===== src/rtl/ffu_pkg.sv =====
`default_nettype none

package ffu_pkg;

   ////////////////////////////////////////////////////////////////////////////
   // Widths and sizes
   ////////////////////////////////////////////////////////////////////////////

   localparam int FFU_DATA_W  = 64;                 // FRF entry and VIS operand
   localparam int FFU_NREG    = 32;                 // Double-precision FRF entries
   localparam int FFU_REG_W   = 5;                  // Register number
   localparam int FFU_OPC_W   = 9;                  // Raw fpopcode field
   localparam int FFU_ALIGN_W = 3;                  // GSR align, byte offset 0..7

   ////////////////////////////////////////////////////////////////////////////
   // Raw VIS operation codes
   ////////////////////////////////////////////////////////////////////////////

   localparam logic [FFU_OPC_W-1:0] OPC_FPADD16 = 9'h050;
   localparam logic [FFU_OPC_W-1:0] OPC_FPADD32 = 9'h052;
   localparam logic [FFU_OPC_W-1:0] OPC_FPSUB16 = 9'h054;
   localparam logic [FFU_OPC_W-1:0] OPC_FPSUB32 = 9'h056;
   localparam logic [FFU_OPC_W-1:0] OPC_FAND    = 9'h070;
   localparam logic [FFU_OPC_W-1:0] OPC_FOR     = 9'h07c;
   localparam logic [FFU_OPC_W-1:0] OPC_FXOR    = 9'h06c;
   localparam logic [FFU_OPC_W-1:0] OPC_FNAND   = 9'h06e;
   localparam logic [FFU_OPC_W-1:0] OPC_FALIGN  = 9'h048; // faligndata

   // Decoded operation carried into execute
   typedef enum logic [3:0] {
      VIS_ADD16,                                    // Four 16-bit lanes
      VIS_ADD32,                                    // Two 32-bit lanes
      VIS_SUB16,
      VIS_SUB32,
      VIS_AND,
      VIS_OR,
      VIS_XOR,
      VIS_NAND,
      VIS_ALIGN,                                    // Byte align on rs1:rs2
      VIS_STORE                                     // Read rs2 out to store data
   } vis_op_t;

endpackage

`default_nettype wire


===== src/rtl/ffu_decode.sv =====
`timescale 1ns/1ps
`default_nettype none

module ffu_decode (
   input  logic                              rclk,
   input  logic                              rst_n,
   input  logic                              fpop_vld,   // VIS op strobe
   input  logic                              fst_vld,    // Store strobe
   input  logic [ffu_pkg::FFU_OPC_W-1:0]     fpopcode,
   input  logic [ffu_pkg::FFU_REG_W-1:0]     frs1,
   input  logic [ffu_pkg::FFU_REG_W-1:0]     frs2,
   input  logic [ffu_pkg::FFU_REG_W-1:0]     frd,
   input  logic                              gsr_wr,
   input  logic [ffu_pkg::FFU_ALIGN_W-1:0]   gsr_align,
   output logic                              e_vld,
   output ffu_pkg::vis_op_t                  e_op,
   output logic [ffu_pkg::FFU_REG_W-1:0]     e_rs1,
   output logic [ffu_pkg::FFU_REG_W-1:0]     e_rs2,
   output logic [ffu_pkg::FFU_REG_W-1:0]     e_rd,
   output logic [ffu_pkg::FFU_ALIGN_W-1:0]   e_align,
   output logic                              ill_inst
);

   import ffu_pkg::*;

   vis_op_t                  dec_op;                // Decoded fpopcode
   logic                     dec_known;             // Code found in table
   logic                     issue_op;
   logic                     issue_st;
   logic [FFU_ALIGN_W-1:0]   gsr_align_q;           // Graphics status align field

   ////////////////////////////////////////////////////////////////////////////
   // Opcode table
   ////////////////////////////////////////////////////////////////////////////

   always_comb begin
      dec_op    = VIS_ADD16;
      dec_known = 1'b1;
      case (fpopcode)
         OPC_FPADD16: dec_op = VIS_ADD16;
         OPC_FPADD32: dec_op = VIS_ADD32;
         OPC_FPSUB16: dec_op = VIS_SUB16;
         OPC_FPSUB32: dec_op = VIS_SUB32;
         OPC_FAND:    dec_op = VIS_AND;
         OPC_FOR:     dec_op = VIS_OR;
         OPC_FXOR:    dec_op = VIS_XOR;
         OPC_FNAND:   dec_op = VIS_NAND;
         OPC_FALIGN:  dec_op = VIS_ALIGN;
         default:     dec_known = 1'b0;             // Unimplemented VIS op
      endcase
   end

   assign issue_op = fpop_vld & dec_known;
   assign issue_st = fst_vld & ~fpop_vld;           // fpop wins a collision

   ////////////////////////////////////////////////////////////////////////////
   // Execute stage control and GSR
   ////////////////////////////////////////////////////////////////////////////

   always_ff @(posedge rclk or negedge rst_n) begin
      if (!rst_n) begin
         e_vld       <= 1'b0;
         ill_inst    <= 1'b0;
         gsr_align_q <= '0;
      end else begin
         e_vld    <= issue_op | issue_st;
         ill_inst <= fpop_vld & ~dec_known;         // One-cycle pulse, no issue
         if (gsr_wr) begin
            gsr_align_q <= gsr_align;
         end
      end
   end

   // Instruction fields, only meaningful while e_vld is high
   always_ff @(posedge rclk) begin
      if (issue_op) begin
         e_op    <= dec_op;
         e_rs1   <= frs1;
         e_rs2   <= frs2;
         e_rd    <= frd;
         e_align <= gsr_align_q;                    // Old value on same-edge gsr_wr
      end else if (issue_st) begin
         e_op    <= VIS_STORE;
         e_rs2   <= frs2;                           // Store data source
      end
   end

endmodule

`default_nettype wire


===== config.mk =====
export PLATFORM = sky130hd
export DESIGN_NAME = ffu_decode
export DESIGN_NICKNAME = d
export VERILOG_FILES = /design/src/rtl/ffu_pkg.sv /design/src/rtl/ffu_decode.sv
export SDC_FILE = /design/constraint.sdc
export NUM_CORES = 1
export LEC_CHECK = 0
export ABC_CLOCK_PERIOD_IN_PS = 900
export CAP_MARGIN = 10
export CELL_PAD_IN_SITES_DETAIL_PLACEMENT = 1
export CELL_PAD_IN_SITES_GLOBAL_PLACEMENT = 1
export CORE_AREA = 4 4 61 46
export CTS_BUF_LIST = sky130_fd_sc_hd__clkbuf_8
export CTS_CLUSTER_DIAMETER = 60
export DETAILED_ROUTE_END_ITERATION = 7
export DIE_AREA = 0 0 65 50
export DONT_BUFFER_PORTS = 1
export GPL_ROUTABILITY_DRIVEN = 1
export GPL_TIMING_DRIVEN = 0
export PLACE_DENSITY = 0.82
export SLEW_MARGIN = 20
export SYNTH_ARGS = -nofsm -noshare
export SYNTH_HDL_FRONTEND = slang
export SYNTH_SLANG_ARGS = --single-unit

===== constraint.sdc =====
create_clock -name rclk -period 0.9 [get_ports rclk]
set_clock_uncertainty 0.1 [all_clocks]
set_input_delay 0.18 -clock rclk [delete_from_list [all_inputs] [get_ports rclk]]
set_output_delay 0.18 -clock rclk [all_outputs]
set_load 0.02 [all_outputs]

==> reports/metrics.yaml <==
status: "finished, violations left"
failed_checks: "negative hold slack, negative setup slack"
die_w_um: 65
place.gp.congestion: 0.7556
leakagePower_nw: 0.5246
numCtsBuffers: 3
setup_violations: 51
synth_warnings: 0
swShare_pct: 21.47
wl_per_cell_um: 22.56
syn_nets: 94
overflow: 0
fillers: 186
clk_latency_ns: 0.26
root_buffer: "clkbuf_8"
drive_above_1_share_pct: 35.16
p_seq_share_pct: 62.6
hp-class: "in -> reg"
ys_seq_area_share_pct: 74.94
holdBufCountCts: 17
worstMarginPinSlew_ns: 0.3306
fin_nets: 124
drc: 0
power_density_nw_per_um2: 1591
yosysTopAreaCellShare_pct: 63.01
hpwl_um: 1540
final_cells: 123
core_area_um2: 2155
crit_required_ns: 0.79
fin_ws_ns: -0.3434
initial_core_util_pct: 48.66
fin_crit_ns: 1.243
path_clk_slew_ns: 0.08
wirelength_um: 2775
die-area_um2: 3250
grt_max_degree: 16
total_power_mw: 2.355
die_h_um: 50
std_cell_rows: 14
cts_tree: "yes"
clock-sinks: 27
pre_cts_slack_ns: -0.8110
boundaryPins: 56
switchingPower_uw: 505.6
crit_type: "in -> reg"
area.growth.synth_to_final_pct: 41.17
ys_types: 27
grt_usage_pct: 17.87
antenna_found_initial: 0
cap_violations: 0
dp.cells: 94
fin_crit_sh_pct: 138.2
maxSlewHeadroom_pct: 77.96
rsz0062_at_grt: "true"
drt_pre_antenna_iters: 4
clkPwrFrac_pct: 27.9
timing.fmax_mhz: 804.2
syn_avg_cell_area_um2: 16.91
cts_buffer_depth: 2
vias: 666
numPortBuffers: 0
cp.arrival_ns: 1.13
drv_slew: 0
ir_drop_v: 0.001382
drt_iter0_drc: 42
seq_area_um2: 788.3
antenna_cells: 0
start_kind: "input pin"
synth-seq-cells: 27
grt_pass1_wl_um: 4195
ant_nets: 0
crit_fanout: 13
comb_power_share_pct: 9.5
ctsHtreeMaxLevel: 1
netlist_area_um2: 1049
crit_path_end_kind: "flip-flop"
multi_input_area_um2: 320.3
synth_area_leaders: "edfxtp_1 63%, dfrtp_1 12%, mux2_2 3.2%"
synth_largest_area_cell: "edfxtp_1"
grt_pass1_vias: 723
hold_viol: 4
p_int_mw: 1.850
via_per_inst: 5.415
whs_ns: -0.03833
syn_inst: 62
-- power by group through the flow --
stage               Sequential [mW]  Combinational (mW)  Clock [mW]
CTS                            1.48               0.199       0.666
finish                         1.48               0.224       0.656
global placement               1.50               0.108           0
detailed placement             1.50               0.113           0
global route                   1.48               0.239       0.739
floorplan                      1.50              0.0972           0
-- logic make-up after synthesis --
family	Yosys count	synth area share, %
AOI/OAI and AO/OA	11	8.115
buffers and inverters	3	1.551
muxes	3	3.222
DFF	27	74.94
and+or+nand+nor	18	12.17
-- placed cells by master, fill, tap and decap left out, types with 2 or more instances in the layout --
master	instances
buf_12	2
buf_4	4
buf_6	3
clkbuf_8	3
dfrtp_1	3
dfrtp_2	2
dlygate4sd3_1	17
edfxtp_1	22
mux2_2	3
nand2_1	3
nand4_1	2
-- cell usage after synthesis --
master    count
nand3_1       2
nand4b_1      1
o21a_1        1
o211a_1       1
dfrtp_1       5
nor4b_4       1
nand4_1       2
nor2_1        2
inv_1         1
a21o_2        1
o21ai_0       1
and4_1        1
o22ai_1       1
o221ai_1      1
a211o_1       1
edfxtp_1     22
nor2b_4       1
nand2_2       1
o21bai_1      1
nand2b_1      1
mux2_2        3
o21ai_1       1
buf_2         1
buf_4         1
nand2_1       4
a32oi_1       2
nor3b_1       2
-- final timing paths --
kind                       cells after the start                          to  slack [ns]                  startpoint
min in group asynchronous                      1  gsr_align_q[0]$_DFFE_PN0P_        0.10                       rst_n
max reg2reg                                    1  gsr_align_q[2]$_DFFE_PN0P_        0.05  gsr_align_q[2]$_DFFE_PN0P_
min reg2reg                                    0        e_align[0]$_DFFE_PP_        0.36  gsr_align_q[0]$_DFFE_PN0P_
max                                            5           e_rd[4]$_DFFE_PP_       -0.34                 fpopcode[8]
max in group asynchronous                      1             e_vld$_DFF_PN0_        0.40                       rst_n
min                                            1  gsr_align_q[1]$_DFFE_PN0P_       -0.04                gsr_align[1]
-- area by class of cell --
type | instances | area share (%)
buffer | 2 | 1.268
clock buffer | 3 | 2.790
clock inverter | 1 | 0.3381
inverter | 1 | 0.2536
multi-input combinational | 32 | 21.64
sequential | 27 | 53.25
tap | 32 | 2.705
timing repair buffer | 25 | 17.75
-- state kept, by name, summed over array words and instances, names as in the netlist --
signal / count
e_rd: 5
e_rs2: 5
e_vld: 1
e_align: 3
ill_inst: 1
gsr_align_q: 3
e_op: 4
e_rs1: 5
-- repair_timing --
item,4_1_cts,5_1_grt
setup buffers,7,3
resized for setup,4,7
endpoints found under the setup margin,49,51
gates cloned,0,0
hold endpoints to repair,25,4
pin swaps,6,7
-- worst max-delay path, cell delays in order --
cell     delay, ns
nor4b_4       0.36
nand4_1       0.17
buf_4         0.19
o21ai_4       0.07
buf_12        0.16
-- metal layers --
layer	vias to the layer above	part of all wire (%)	global-route usage (%)	wire, µm
met5	-	0	0	0
met4	0	0.47	3.158	13
met3	2	5.5	7.045	152
met2	27	55	32.43	1515
met1	333	39	19.88	1093
li1	304	-	-	-
-- per-stage QoR --
step / instance area [µm²] / utilization [%] / setup TNS [ns]
finish: 1480 / 68.70 / -11.50
CTS: 1448 / 67.19 / -9.956
detailed placement: 1146 / 53.19 / -19.34
floorplan: 1106 / - / -14.71
global route: 1480 / 68.70 / -13.33
global placement: 1146 / 53.19 / -18.05
Power figures use the tool's default switching activity.
