### src/rtl/ffu_pkg.sv
`default_nettype none

package ffu_pkg;

   ////////////////////////////////////////////////////////////////////////////
   // Widths and sizes
   ////////////////////////////////////////////////////////////////////////////

   localparam int FFU_DATA_W  = 64;                 // FRF entry and VIS operand
   localparam int FFU_NREG    = 32;                 // Double-precision FRF entries
   localparam int FFU_REG_W   = 5;                  // Register number
   localparam int FFU_OPC_W   = 9;                  // Raw fpopcode field
   localparam int FFU_ALIGN_W = 3;                  // GSR align, byte offset 0..7

   ////////////////////////////////////////////////////////////////////////////
   // Raw VIS operation codes
   ////////////////////////////////////////////////////////////////////////////

   localparam logic [FFU_OPC_W-1:0] OPC_FPADD16 = 9'h050;
   localparam logic [FFU_OPC_W-1:0] OPC_FPADD32 = 9'h052;
   localparam logic [FFU_OPC_W-1:0] OPC_FPSUB16 = 9'h054;
   localparam logic [FFU_OPC_W-1:0] OPC_FPSUB32 = 9'h056;
   localparam logic [FFU_OPC_W-1:0] OPC_FAND    = 9'h070;
   localparam logic [FFU_OPC_W-1:0] OPC_FOR     = 9'h07c;
   localparam logic [FFU_OPC_W-1:0] OPC_FXOR    = 9'h06c;
   localparam logic [FFU_OPC_W-1:0] OPC_FNAND   = 9'h06e;
   localparam logic [FFU_OPC_W-1:0] OPC_FALIGN  = 9'h048; // faligndata

   // Decoded operation carried into execute
   typedef enum logic [3:0] {
      VIS_ADD16,                                    // Four 16-bit lanes
      VIS_ADD32,                                    // Two 32-bit lanes
      VIS_SUB16,
      VIS_SUB32,
      VIS_AND,
      VIS_OR,
      VIS_XOR,
      VIS_NAND,
      VIS_ALIGN,                                    // Byte align on rs1:rs2
      VIS_STORE                                     // Read rs2 out to store data
   } vis_op_t;

endpackage

`default_nettype wire

### src/rtl/ffu_vis.sv
`timescale 1ns/1ps
`default_nettype none

module ffu_vis (
   input  logic                              rclk,
   input  logic                              rst_n,
   input  logic                              e_vld,
   input  ffu_pkg::vis_op_t                  e_op,
   input  logic [ffu_pkg::FFU_REG_W-1:0]     e_rd,
   input  logic [ffu_pkg::FFU_ALIGN_W-1:0]   e_align,
   input  logic [ffu_pkg::FFU_DATA_W-1:0]    rs1_data,
   input  logic [ffu_pkg::FFU_DATA_W-1:0]    rs2_data,
   output logic                              w_wen,
   output logic [ffu_pkg::FFU_REG_W-1:0]     w_rd,
   output logic [ffu_pkg::FFU_DATA_W-1:0]    w_data,
   output logic                              done,       // VIS op complete
   output logic [ffu_pkg::FFU_DATA_W-1:0]    result,
   output logic [ffu_pkg::FFU_REG_W-1:0]     result_rd,
   output logic                              st_vld,
   output logic [ffu_pkg::FFU_DATA_W-1:0]    st_data
);

   import ffu_pkg::*;

   logic                     is_sub;
   logic                     is_store;
   logic [FFU_DATA_W-1:0]    add16_res;             // Four 16-bit lanes
   logic [FFU_DATA_W-1:0]    add32_res;             // Two 32-bit lanes
   logic [FFU_DATA_W-1:0]    log_res;
   logic [2*FFU_DATA_W-1:0]  align_cat;             // rs1 above rs2
   logic [2*FFU_DATA_W-1:0]  align_shift;
   logic [FFU_DATA_W-1:0]    align_res;
   logic [FFU_DATA_W-1:0]    vis_res;

   assign is_sub   = (e_op == VIS_SUB16) || (e_op == VIS_SUB32);
   assign is_store = (e_op == VIS_STORE);

   ////////////////////////////////////////////////////////////////////////////
   // Partitioned adder
   ////////////////////////////////////////////////////////////////////////////

   // No carry crosses a lane boundary; each lane wraps on its own
   always_comb begin
      for (int i = 0; i < 4; i++) begin
         if (is_sub) begin
            add16_res[16*i +: 16] = rs1_data[16*i +: 16] - rs2_data[16*i +: 16];
         end else begin
            add16_res[16*i +: 16] = rs1_data[16*i +: 16] + rs2_data[16*i +: 16];
         end
      end
      for (int j = 0; j < 2; j++) begin
         if (is_sub) begin
            add32_res[32*j +: 32] = rs1_data[32*j +: 32] - rs2_data[32*j +: 32];
         end else begin
            add32_res[32*j +: 32] = rs1_data[32*j +: 32] + rs2_data[32*j +: 32];
         end
      end
   end

   ////////////////////////////////////////////////////////////////////////////
   // Logical unit and aligner
   ////////////////////////////////////////////////////////////////////////////

   always_comb begin
      case (e_op)
         VIS_AND:  log_res = rs1_data & rs2_data;
         VIS_OR:   log_res = rs1_data | rs2_data;
         VIS_XOR:  log_res = rs1_data ^ rs2_data;
         default:  log_res = ~(rs1_data & rs2_data); // fnand
      endcase
   end

   // Drop align bytes off the top, keep the next eight
   assign align_cat   = {rs1_data, rs2_data};
   assign align_shift = align_cat << {e_align, 3'b000};
   assign align_res   = align_shift[2*FFU_DATA_W-1 -: FFU_DATA_W];

   // Result select
   always_comb begin
      case (e_op)
         VIS_ADD16, VIS_SUB16:             vis_res = add16_res;
         VIS_ADD32, VIS_SUB32:             vis_res = add32_res;
         VIS_AND, VIS_OR, VIS_XOR, VIS_NAND: vis_res = log_res;
         VIS_ALIGN:                        vis_res = align_res;
         default:                          vis_res = rs2_data; // Store passes rs2
      endcase
   end

   ////////////////////////////////////////////////////////////////////////////
   // Writeback stage
   ////////////////////////////////////////////////////////////////////////////

   always_ff @(posedge rclk or negedge rst_n) begin
      if (!rst_n) begin
         w_wen  <= 1'b0;
         st_vld <= 1'b0;
      end else begin
         w_wen  <= e_vld & ~is_store;
         st_vld <= e_vld & is_store;
      end
   end

   always_ff @(posedge rclk) begin
      if (e_vld && !is_store) begin
         w_rd   <= e_rd;
         w_data <= vis_res;
      end
      if (e_vld && is_store) begin
         st_data <= vis_res;
      end
   end

   // Completion reported in the same cycle the write is presented
   assign done      = w_wen;
   assign result    = w_data;
   assign result_rd = w_rd;

endmodule

`default_nettype wire

### config.mk
export PLATFORM = sky130hd
export DESIGN_NAME = ffu_vis
export DESIGN_NICKNAME = d
export VERILOG_FILES = /design/src/rtl/ffu_pkg.sv /design/src/rtl/ffu_vis.sv
export SDC_FILE = /design/constraint.sdc
export NUM_CORES = 1
export LEC_CHECK = 0
export ABC_AREA = 1
export ABC_CLOCK_PERIOD_IN_PS = 800
export BUFFER_PORTS_ARGS = -buffer_cell sky130_fd_sc_hd__buf_2
export CELL_PAD_IN_SITES_DETAIL_PLACEMENT = 2
export CELL_PAD_IN_SITES_GLOBAL_PLACEMENT = 2
export CORE_AREA = 4 4 293 295
export CTS_CLUSTER_DIAMETER = 40
export CTS_CLUSTER_SIZE = 40
export DETAILED_ROUTE_END_ITERATION = 6
export DIE_AREA = 0 0 297 299
export PLACE_DENSITY = 0.7
export SYNTH_ARGS = -nofsm -noshare
export SYNTH_HDL_FRONTEND = slang
export SYNTH_SLANG_ARGS = --single-unit
### constraint.sdc
create_clock -name rclk -period 0.8 [get_ports rclk]
set_input_delay 0.04 -clock rclk [delete_from_list [all_inputs] [get_ports rclk]]
set_output_delay 0.04 -clock rclk [all_outputs]
set_load 0.1 [all_outputs]
==> results of run 1 <==
## through the flow
| stage | instance area (um^2) | worst slack [ps] | hold WS [ps] | TNS, ps | std cells |
|---|---|---|---|---|---|
| 2_1_floorplan | 21820 | -1872 | -255.6 | -434970 | 3343 |
| 3_5_place_dp | 33890 | -2865 | -173.8 | -412860 | 5452 |
| 4_1_cts | 40970 | -1764 | -10.35 | -305670 | 5663 |
| 3_3_place_gp | 33890 | -2712 | -175.6 | -377720 | 5452 |
## routing by layer
layer | global-route usage | overflow
met1 | 0.6604 | 6
met2 | 0.9080 | 149
met3 | 0.4757 | 8
met4 | 0.7752 | 105
met5 | 0.1991 | 2
## Yosys cell counts, drive strengths merged, types with 5 or more instances
cell,instances
nor3,18
nand2,948
edfxtp,133
clkbuf,57
a21oi,227
nor2,304
nand4,31
o22ai,12
o2111ai,21
o21ai,299
xnor2,11
nand3,219
o221ai,7
a211oi,10
ha,224
inv,468
buf,140
o31ai,8
mux2i,8
nand3b,7
xor2,86
or2,5
o21bai,13
o211ai,39
a31oi,9
## kinds of logic after synthesis
logic type,share of synthesized area
and+or+nand+nor,0.3018
AOI/OAI and AO/OA,0.1812
buffers and inverters,0.1373
adders and majority gates,0.1393
DFF,0.1954
xor gates and xnor gates,0.04105
muxes,0.003870
## what timing repair did
item / in CTS
buffers inserted: 173
setup endpoints to repair: 468
resized for setup: 1126
hold endpoints to repair: 9
gates cloned: 16
hold buffers: 7
pin swaps: 408
==> flow_summary.json, run 1 <==
{
  "status": "stopped before the end",
  "haltStage": "5_1_grt",
  "stop_error": "[ERROR GRT-0232] Routing congestion too high. Check the congestion heatmap in the GUI.",
  "repair-timing-grt-worst-ep": "st_data[19]$_DFFE_PP_/D",
  "cts_buffer_depth": 2,
  "synth_area_um2": 20690,
  "grt_max_degree": 38,
  "ys_seq_area_frac": 0.1954,
  "yosysTopAreaCell": "edfxtp_1",
  "cts-buffers-inserted": 17,
  "synth_flop_cell": "edfxtp_1",
  "async_flop_share": 0.01481,
  "io_buffers": 347,
  "grt_usage": 0.6923,
  "ys_warn_count": 0,
  "ys_ff_latch": 135,
  "io_pins": 348,
  "gp_congestion": 0.9461,
  "syn-num-nets": 3714,
  "syn_inst": 3343,
  "syn_avg_cell_area_um2": 6.190,
  "rows": 106,
  "hpwl_mm": 125.6,
  "htreeDepth": 4,
  "die_h_um": 299,
  "worstEndpointType": "register input",
  "clock-sinks": 135,
  "yosys-top-cells-area": "edfxtp_1 (19%), nand2_1 (17%), ha_1 (14%)",
  "start_util": 0.2488,
  "synthDominantCellAreaShare": 0.1930,
  "synth-edff-count": 133,
  "die_width_um": 297,
  "synthDistinctLibCells": 56,
  "overflow": 270,
  "cts-root-buf": "clkbuf_16"
}
==> inputs of run 2 (changes only) <==
==> config.mk (replaced) <==
export PLATFORM = sky130hd
export DESIGN_NAME = ffu_vis
export DESIGN_NICKNAME = d
export VERILOG_FILES = /design/src/rtl/ffu_pkg.sv /design/src/rtl/ffu_vis.sv
export SDC_FILE = /design/constraint.sdc
export NUM_CORES = 1
export LEC_CHECK = 0
export ABC_AREA = 1
export ABC_CLOCK_PERIOD_IN_PS = 800
export BUFFER_PORTS_ARGS = -buffer_cell sky130_fd_sc_hd__buf_2
export CORE_AREA = 4 4 327 329
export DETAILED_ROUTE_END_ITERATION = 6
export DIE_AREA = 0 0 331 333
export PLACE_DENSITY_LB_ADDON = 0.15
export SYNTH_ARGS = -nofsm -noshare
export SYNTH_HDL_FRONTEND = slang
export SYNTH_SLANG_ARGS = --single-unit
==> flow_summary.json, run 2 <==
{
  "ys_seq_area_frac": 0.1954,
  "num_vias": 27030,
  "grt_usage": 0.2261,
  "layout.filler_cells": 10770,
  "antenna_found_initial": 10,
  "grt_max_degree": 41,
  "hold_violations": 0,
  "crit_arrival_ps": 2800,
  "power_density_nw_per_um2": 1327,
  "cap_violations": 0,
  "power_mw": 52.88,
  "clock-sinks": 135,
  "dr.pass1.iters": 6,
  "critPathLaunchType": "primary input",
  "setup_viol": 468,
  "final_common_cell": "buf_4",
  "nNetsFinal": 4871,
  "final_cell_mix": "buf_4 (846), nand2_1 (699), inv_1 (383), buf_12 (257), o21ai_0 (241)",
  "fin_tns_setup_ps": -308790,
  "slew_viol_final": 0,
  "viasPerCell": 4.584,
  "fmax_mhz": 392.6,
  "relSlewSlack": 0.5153,
  "dp_cells": 5743,
  "async_flop_share": 0.01481,
  "htreeDepth": 4,
  "rsz0062_at_grt": "yes",
  "areaGrowthSynthToFinish_pct": 92.61,
  "min_period_ps": 2547,
  "ir_drop_mv": 1.563,
  "final_cells": 5898,
  "worst_pin_slew_ps": 717.9,
  "hold_end": "result[39]$_DFFE_PP_",
  "crit_type": "in -> reg",
  "syn_inst": 3343,
  "syn-num-nets": 3714,
  "gp_congestion": 0.9502,
  "layout_setup_ws_ps": -1747,
  "cp.required_ps": 1060,
  "synth_common_cells": "nand2_1 (946), inv_1 (462), nor2_1 (301)",
  "synth-edff-count": 133,
  "min_from": "rs2_data[39]",
  "io_pins": 348,
  "cts-root-buf": "clkbuf_16",
  "utilization": 0.3851,
  "clk_pin_slew_worst_paths_ps": 70,
  "hold_depth": 4,
  "overflow": 0,
  "ys_ff_latch": 135,
  "layout-drive-gt1-share": 0.4793,
  "synth.most_common_cell": "nand2_1",
  "grt_pass1_vias": 26920,
  "grt_pass1_wl_mm": 182.3,
  "hpwl_mm": 108.6,
  "routed_wirelength_mm": 128.3,
  "drt_iter0_drc": 1547,
  "core_area_um2": 103500,
  "cts_buffer_depth": 2,
  "status": "finished, violations left",
  "crit_path_end_kind": "flop",
  "cts_tree": "done",
  "synth_area_um2": 20690,
  "die_h_um": 333,
  "synthDistinctLibCells": 56,
  "die_area_um2": 110200,
  "avgRoutedWirePerCell_um": 21.76,
  "synth_flop_cell": "edfxtp_1",
  "io_buffers": 347,
  "syn_avg_cell_area_um2": 6.190,
  "synthDominantCellAreaShare": 0.1930,
  "start_util": 0.1999,
  "finalCritPeriodShare": 3.184,
  "die_width_um": 331,
  "cts-buffers-inserted": 17,
  "ys_warn_count": 0,
  "yosysTopAreaCell": "edfxtp_1",
  "hold_path.class": "in -> reg",
  "p_leak_nw": 18.74,
  "postRouteAntennaNets": 0,
  "violations": "setup timing",
  "yosys-top-cells-area": "edfxtp_1 (19%), nand2_1 (17%), ha_1 (14%)",
  "crit_fanout": 4,
  "drc_errors": 0,
  "rows": 118
}
[run 2: cell counts after synthesis]
No cell type changed its count.
[run 2: cell families (layout without fill, tap and decap cells)]
| group | count (synthesis) | after routing | share of synthesized area |
|---|---|---|---|
| compound gates | 669 | 669 | 0.1812 |
| xor+xnor | 97 | 97 | 0.04105 |
| fa+ha+maj | 228 | 228 | 0.1393 |
| buf+inv | 667 | 1837 | 0.1373 |
| flops | 135 | 135 | 0.1954 |
| mux | 8 | 8 | 0.003870 |
| other cells | 0 | 5 | 0 |
| simple gates | 1539 | 1539 | 0.3018 |
[run 2: worst max-delay path, stage by stage]
cell     delay (ps)
buf_12          120
inv_16           40
ha_4            130
inv_4            40
nor3_4          160
nand3_2         150
nor2_2          150
nand2_1          70
nand2_2         110
o21ai_4          90
inv_2           100
nand2_2          50
xor2_1          140
ha_2            390
buf_6           130
nand2_8          60
nor2_4          110
inv_2            80
nor2_4          130
nand4_1          90
buf_4           170
nand3_2          50
nand2_1          70
nand3_2          70
a21oi_2          60
[run 2: final cells by class]
cell class | count | area, um^2 | share of cell area
clock inverter | 15 | 160.2 | 0.004018
antenna | 5 | 12.51 | 0.0003139
timing repair buffer | 1335 | 13390 | 0.3359
clock buffer | 17 | 425.4 | 0.01067
tap | 1380 | 1727 | 0.04332
multi-input combinational | 2541 | 18220 | 0.4572
sequential | 135 | 4044 | 0.1015
inverter | 470 | 1878 | 0.04712
[run 2: worst max path at each step]
stage / endpoint / slack [ps] / from / depth (start not counted)
after floorplan: st_data[0]$_DFFE_PP_ / -1870 / e_vld / 2
after global placement: result[20]$_DFFE_PP_ / -2680 / rs2_data[0] / 23
after detailed placement: result[20]$_DFFE_PP_ / -2750 / rs2_data[0] / 23
after CTS: st_data[27]$_DFFE_PP_ / -1730 / rs2_data[0] / 23
after global routing: result[25]$_DFFE_PP_ / -1860 / rs2_data[0] / 23
final: result[20]$_DFFE_PP_ / -1750 / rs2_data[0] / 25
[run 2: per-layer routing]
layer,up-vias,global-route usage,routed length (um),share of wire
met5,-,0,13,0.00010
li1,13230,-,-,-
met2,727,0.4108,65300,0.51
met3,138,0.02537,5546,0.043
met4,2,0.06484,3874,0.030
met1,12940,0.2795,53590,0.42
[run 2: stage by stage]
step / hold slack [ps] / cell area (um^2) / worst slack [ps]
after floorplan: -255.6 / 21820 / -1872
after global placement: -174.6 / 34310 / -2684
after detailed placement: -173.3 / 34310 / -2752
after CTS: -17.84 / 37720 / -1730
after global routing: 10.15 / 39850 / -1859
final: 23.19 / 39860 / -1747
[run 2: where the power goes]
group          internal, mW  switching [mW]
registers              8.57           0.820
clock network          4.38            3.91
logic                  14.1            21.1
[run 2: repair_timing]
item,CTS,global route
gates cloned,2,0
endpoints found under the setup margin,468,468
pin swaps,236,252
hold endpoints to repair,17,0
setup buffers,68,51
gates resized for setup,525,426
hold buffers,11,0
Note: power is estimated with default switching activity, not from simulation.
==> inputs of run 3 (changes only) <==
--- a/config.mk
+++ b/config.mk
@@ -12,6 +12,7 @@
 export DETAILED_ROUTE_END_ITERATION = 6
 export DIE_AREA = 0 0 331 333
 export PLACE_DENSITY_LB_ADDON = 0.15
+export SETUP_SLACK_MARGIN = 0.5
 export SYNTH_ARGS = -nofsm -noshare
 export SYNTH_HDL_FRONTEND = slang
 export SYNTH_SLANG_ARGS = --single-unit
==> flow_summary.json, run 3 (synthesis results as in run 2) <==
{
  "postRouteAntennaNets": 0,
  "finalCritPeriodShare": 3.200,
  "crit_fanout": 3,
  "cts-buffers-inserted": 17,
  "min_period_ps": 2560,
  "cp.required_ps": 1010,
  "dr.pass1.iters": 5,
  "die_h_um": 333,
  "place_ws_ps": -2752,
  "drt_iter0_drc": 1764,
  "worst_pin_slew_ps": 719.1,
  "areaGrowthSynthToFinish_pct": 92.53,
  "violations": "hold timing, setup timing",
  "htreeDepth": 4,
  "power_mw": 52.91,
  "hpwl_mm": 108.6,
  "power_frac_comb": 0.665,
  "postCtsHoldBufs": 1,
  "p_leak_nw": 18.76,
  "grt_max_degree": 41,
  "seqPwrFrac": 0.177,
  "crit_path_end_kind": "flop",
  "viasPerCell": 4.566,
  "crit_type": "in -> reg",
  "num_vias": 26920,
  "crit_arrival_ps": 2770,
  "top_layer": "met5",
  "nNetsFinal": 4868,
  "core_area_um2": 103500,
  "cts-root-buf": "clkbuf_16",
  "wl_met2_mm": 65.09,
  "io_pins": 348,
  "fmax_mhz": 390.7,
  "grt_usage": 0.2260,
  "setup_viol": 468,
  "placement.cell_area_um2": 34310,
  "drc_errors": 0,
  "dr_wl_met3_mm": 5.147,
  "gp_congestion": 0.9502,
  "pwr-share-clk": 0.157,
  "overflow": 0,
  "avgRoutedWirePerCell_um": 21.71,
  "power_density_nw_per_um2": 1328,
  "die_width_um": 331,
  "cts_buffer_depth": 2,
  "p_sw_mw": 25.77,
  "status": "finished, violations left",
  "rows": 118,
  "grt_pass1_vias": 26890,
  "hold_violations": 9,
  "layout_setup_ws_ps": -1760,
  "rsz0062_at_grt": "yes",
  "die_area_um2": 110200,
  "grt_pass1_wl_mm": 182.3,
  "final_common_cell": "buf_4",
  "io_buffers": 347,
  "cts_tree": "done",
  "clk_pin_slew_worst_paths_ps": 80,
  "ir_drop_mv": 1.576,
  "start_util": 0.1999,
  "clock-sinks": 135,
  "cap_violations": 0,
  "routed_wirelength_mm": 128.0,
  "holdWs_ps": -307.4,
  "power.internal_mw": 27.15,
  "final_cell_area_um2": 39840,
  "layout-drive-gt1-share": 0.4767,
  "final_cell_mix": "buf_4 (840), nand2_1 (708), inv_1 (382), buf_12 (259), o21ai_0 (240)",
  "relSlewSlack": 0.5145,
  "hold_path.class": "in -> reg",
  "swShare": 0.4869,
  "antenna_found_initial": 9,
  "critPathLaunchType": "primary input",
  "drt-met1-wl_mm": 53.89,
  "slew_viol_final": 0
}
-- run 3: cell types whose count changed in the layout (fill, tap and decap cells not counted), sizes merged --
| cell | change |
|---|---|
| buf | +8 |
| diode | +1 |
| dlygate4sd3 | -10 |
| bufbuf | -1 |
-- run 3: path summary, 6_finish.rpt --
check / from / to / slack (ps) / depth (start not counted)
min in group asynchronous: rst_n / done$_DFF_PN0_ / -170 / 2
max: rs2_data[16] / st_data[27]$_DFFE_PP_ / -1760 / 19
min: e_rd[2] / result_rd[2]$_DFFE_PP_ / -310 / 1
max in group asynchronous: rst_n / st_vld$_DFF_PN0_ / 870 / 2
-- run 3: area by class of cell --
cell class                 count  area [um^2]
clock inverter                15        160.2
clock buffer                  17        425.4
antenna                        6        15.01
inverter                     470         1876
fill                       10790        63650
multi-input combinational   2541        18190
sequential                   135         4044
tap                         1380         1727
timing repair buffer        1332        13410
-- run 3: per-stage QoR --
stage / utilization / instances / TNS (ps)
2_1_floorplan: - / 3343 / -434970
5_1_grt: 0.3849 / 5893 / -333060
4_1_cts: 0.3647 / 5849 / -303580
3_5_place_dp: 0.3315 / 5743 / -385610
6_report: 0.3850 / 5896 / -310300
3_3_place_gp: 0.3315 / 5743 / -382860
-- run 3: what timing repair did --
action / in CTS / in global routing
hold endpoints to repair: 17 / 9
pin swaps: 255 / 264
setup endpoints to repair: 468 / 468
cloned: 2 / 0
buffers inserted: 71 / 41
resized for setup: 538 / 404
-- run 3: routing by layer --
layer / up-vias / GRT usage
met1: 12830 / 0.2799
met5: - / 0
li1: 13240 / -
met3: 152 / 0.02502
met2: 700 / 0.4104
met4: 2 / 0.06457
-- run 3: power groups by stage --
stage | registers (mW) | clock network [mW] | logic [mW]
after floorplan | 12.7 | 0 | 13.0
after global placement | 9.58 | 0 | 30.2
after detailed placement | 9.58 | 0 | 30.1
after CTS | 9.43 | 8.69 | 32.9
after global routing | 9.47 | 8.87 | 37.1
final | 9.39 | 8.32 | 35.2
-- run 3: critical path, stage by stage --
cell and delay [ps]:
buf_2 150, clkinvlp_4 110, ha_4 150, nand3_4 90, o31ai_4 320, o21ai_2 160
buf_4 170, nor2_2 130, xor2_1 170, ha_1 290, nand2_2 130, nor2_2 60
buf_4 130, nand2_1 60, inv_2 60, a21oi_2 150, nand3_1 100, nand3_2 100
nand4_1 210
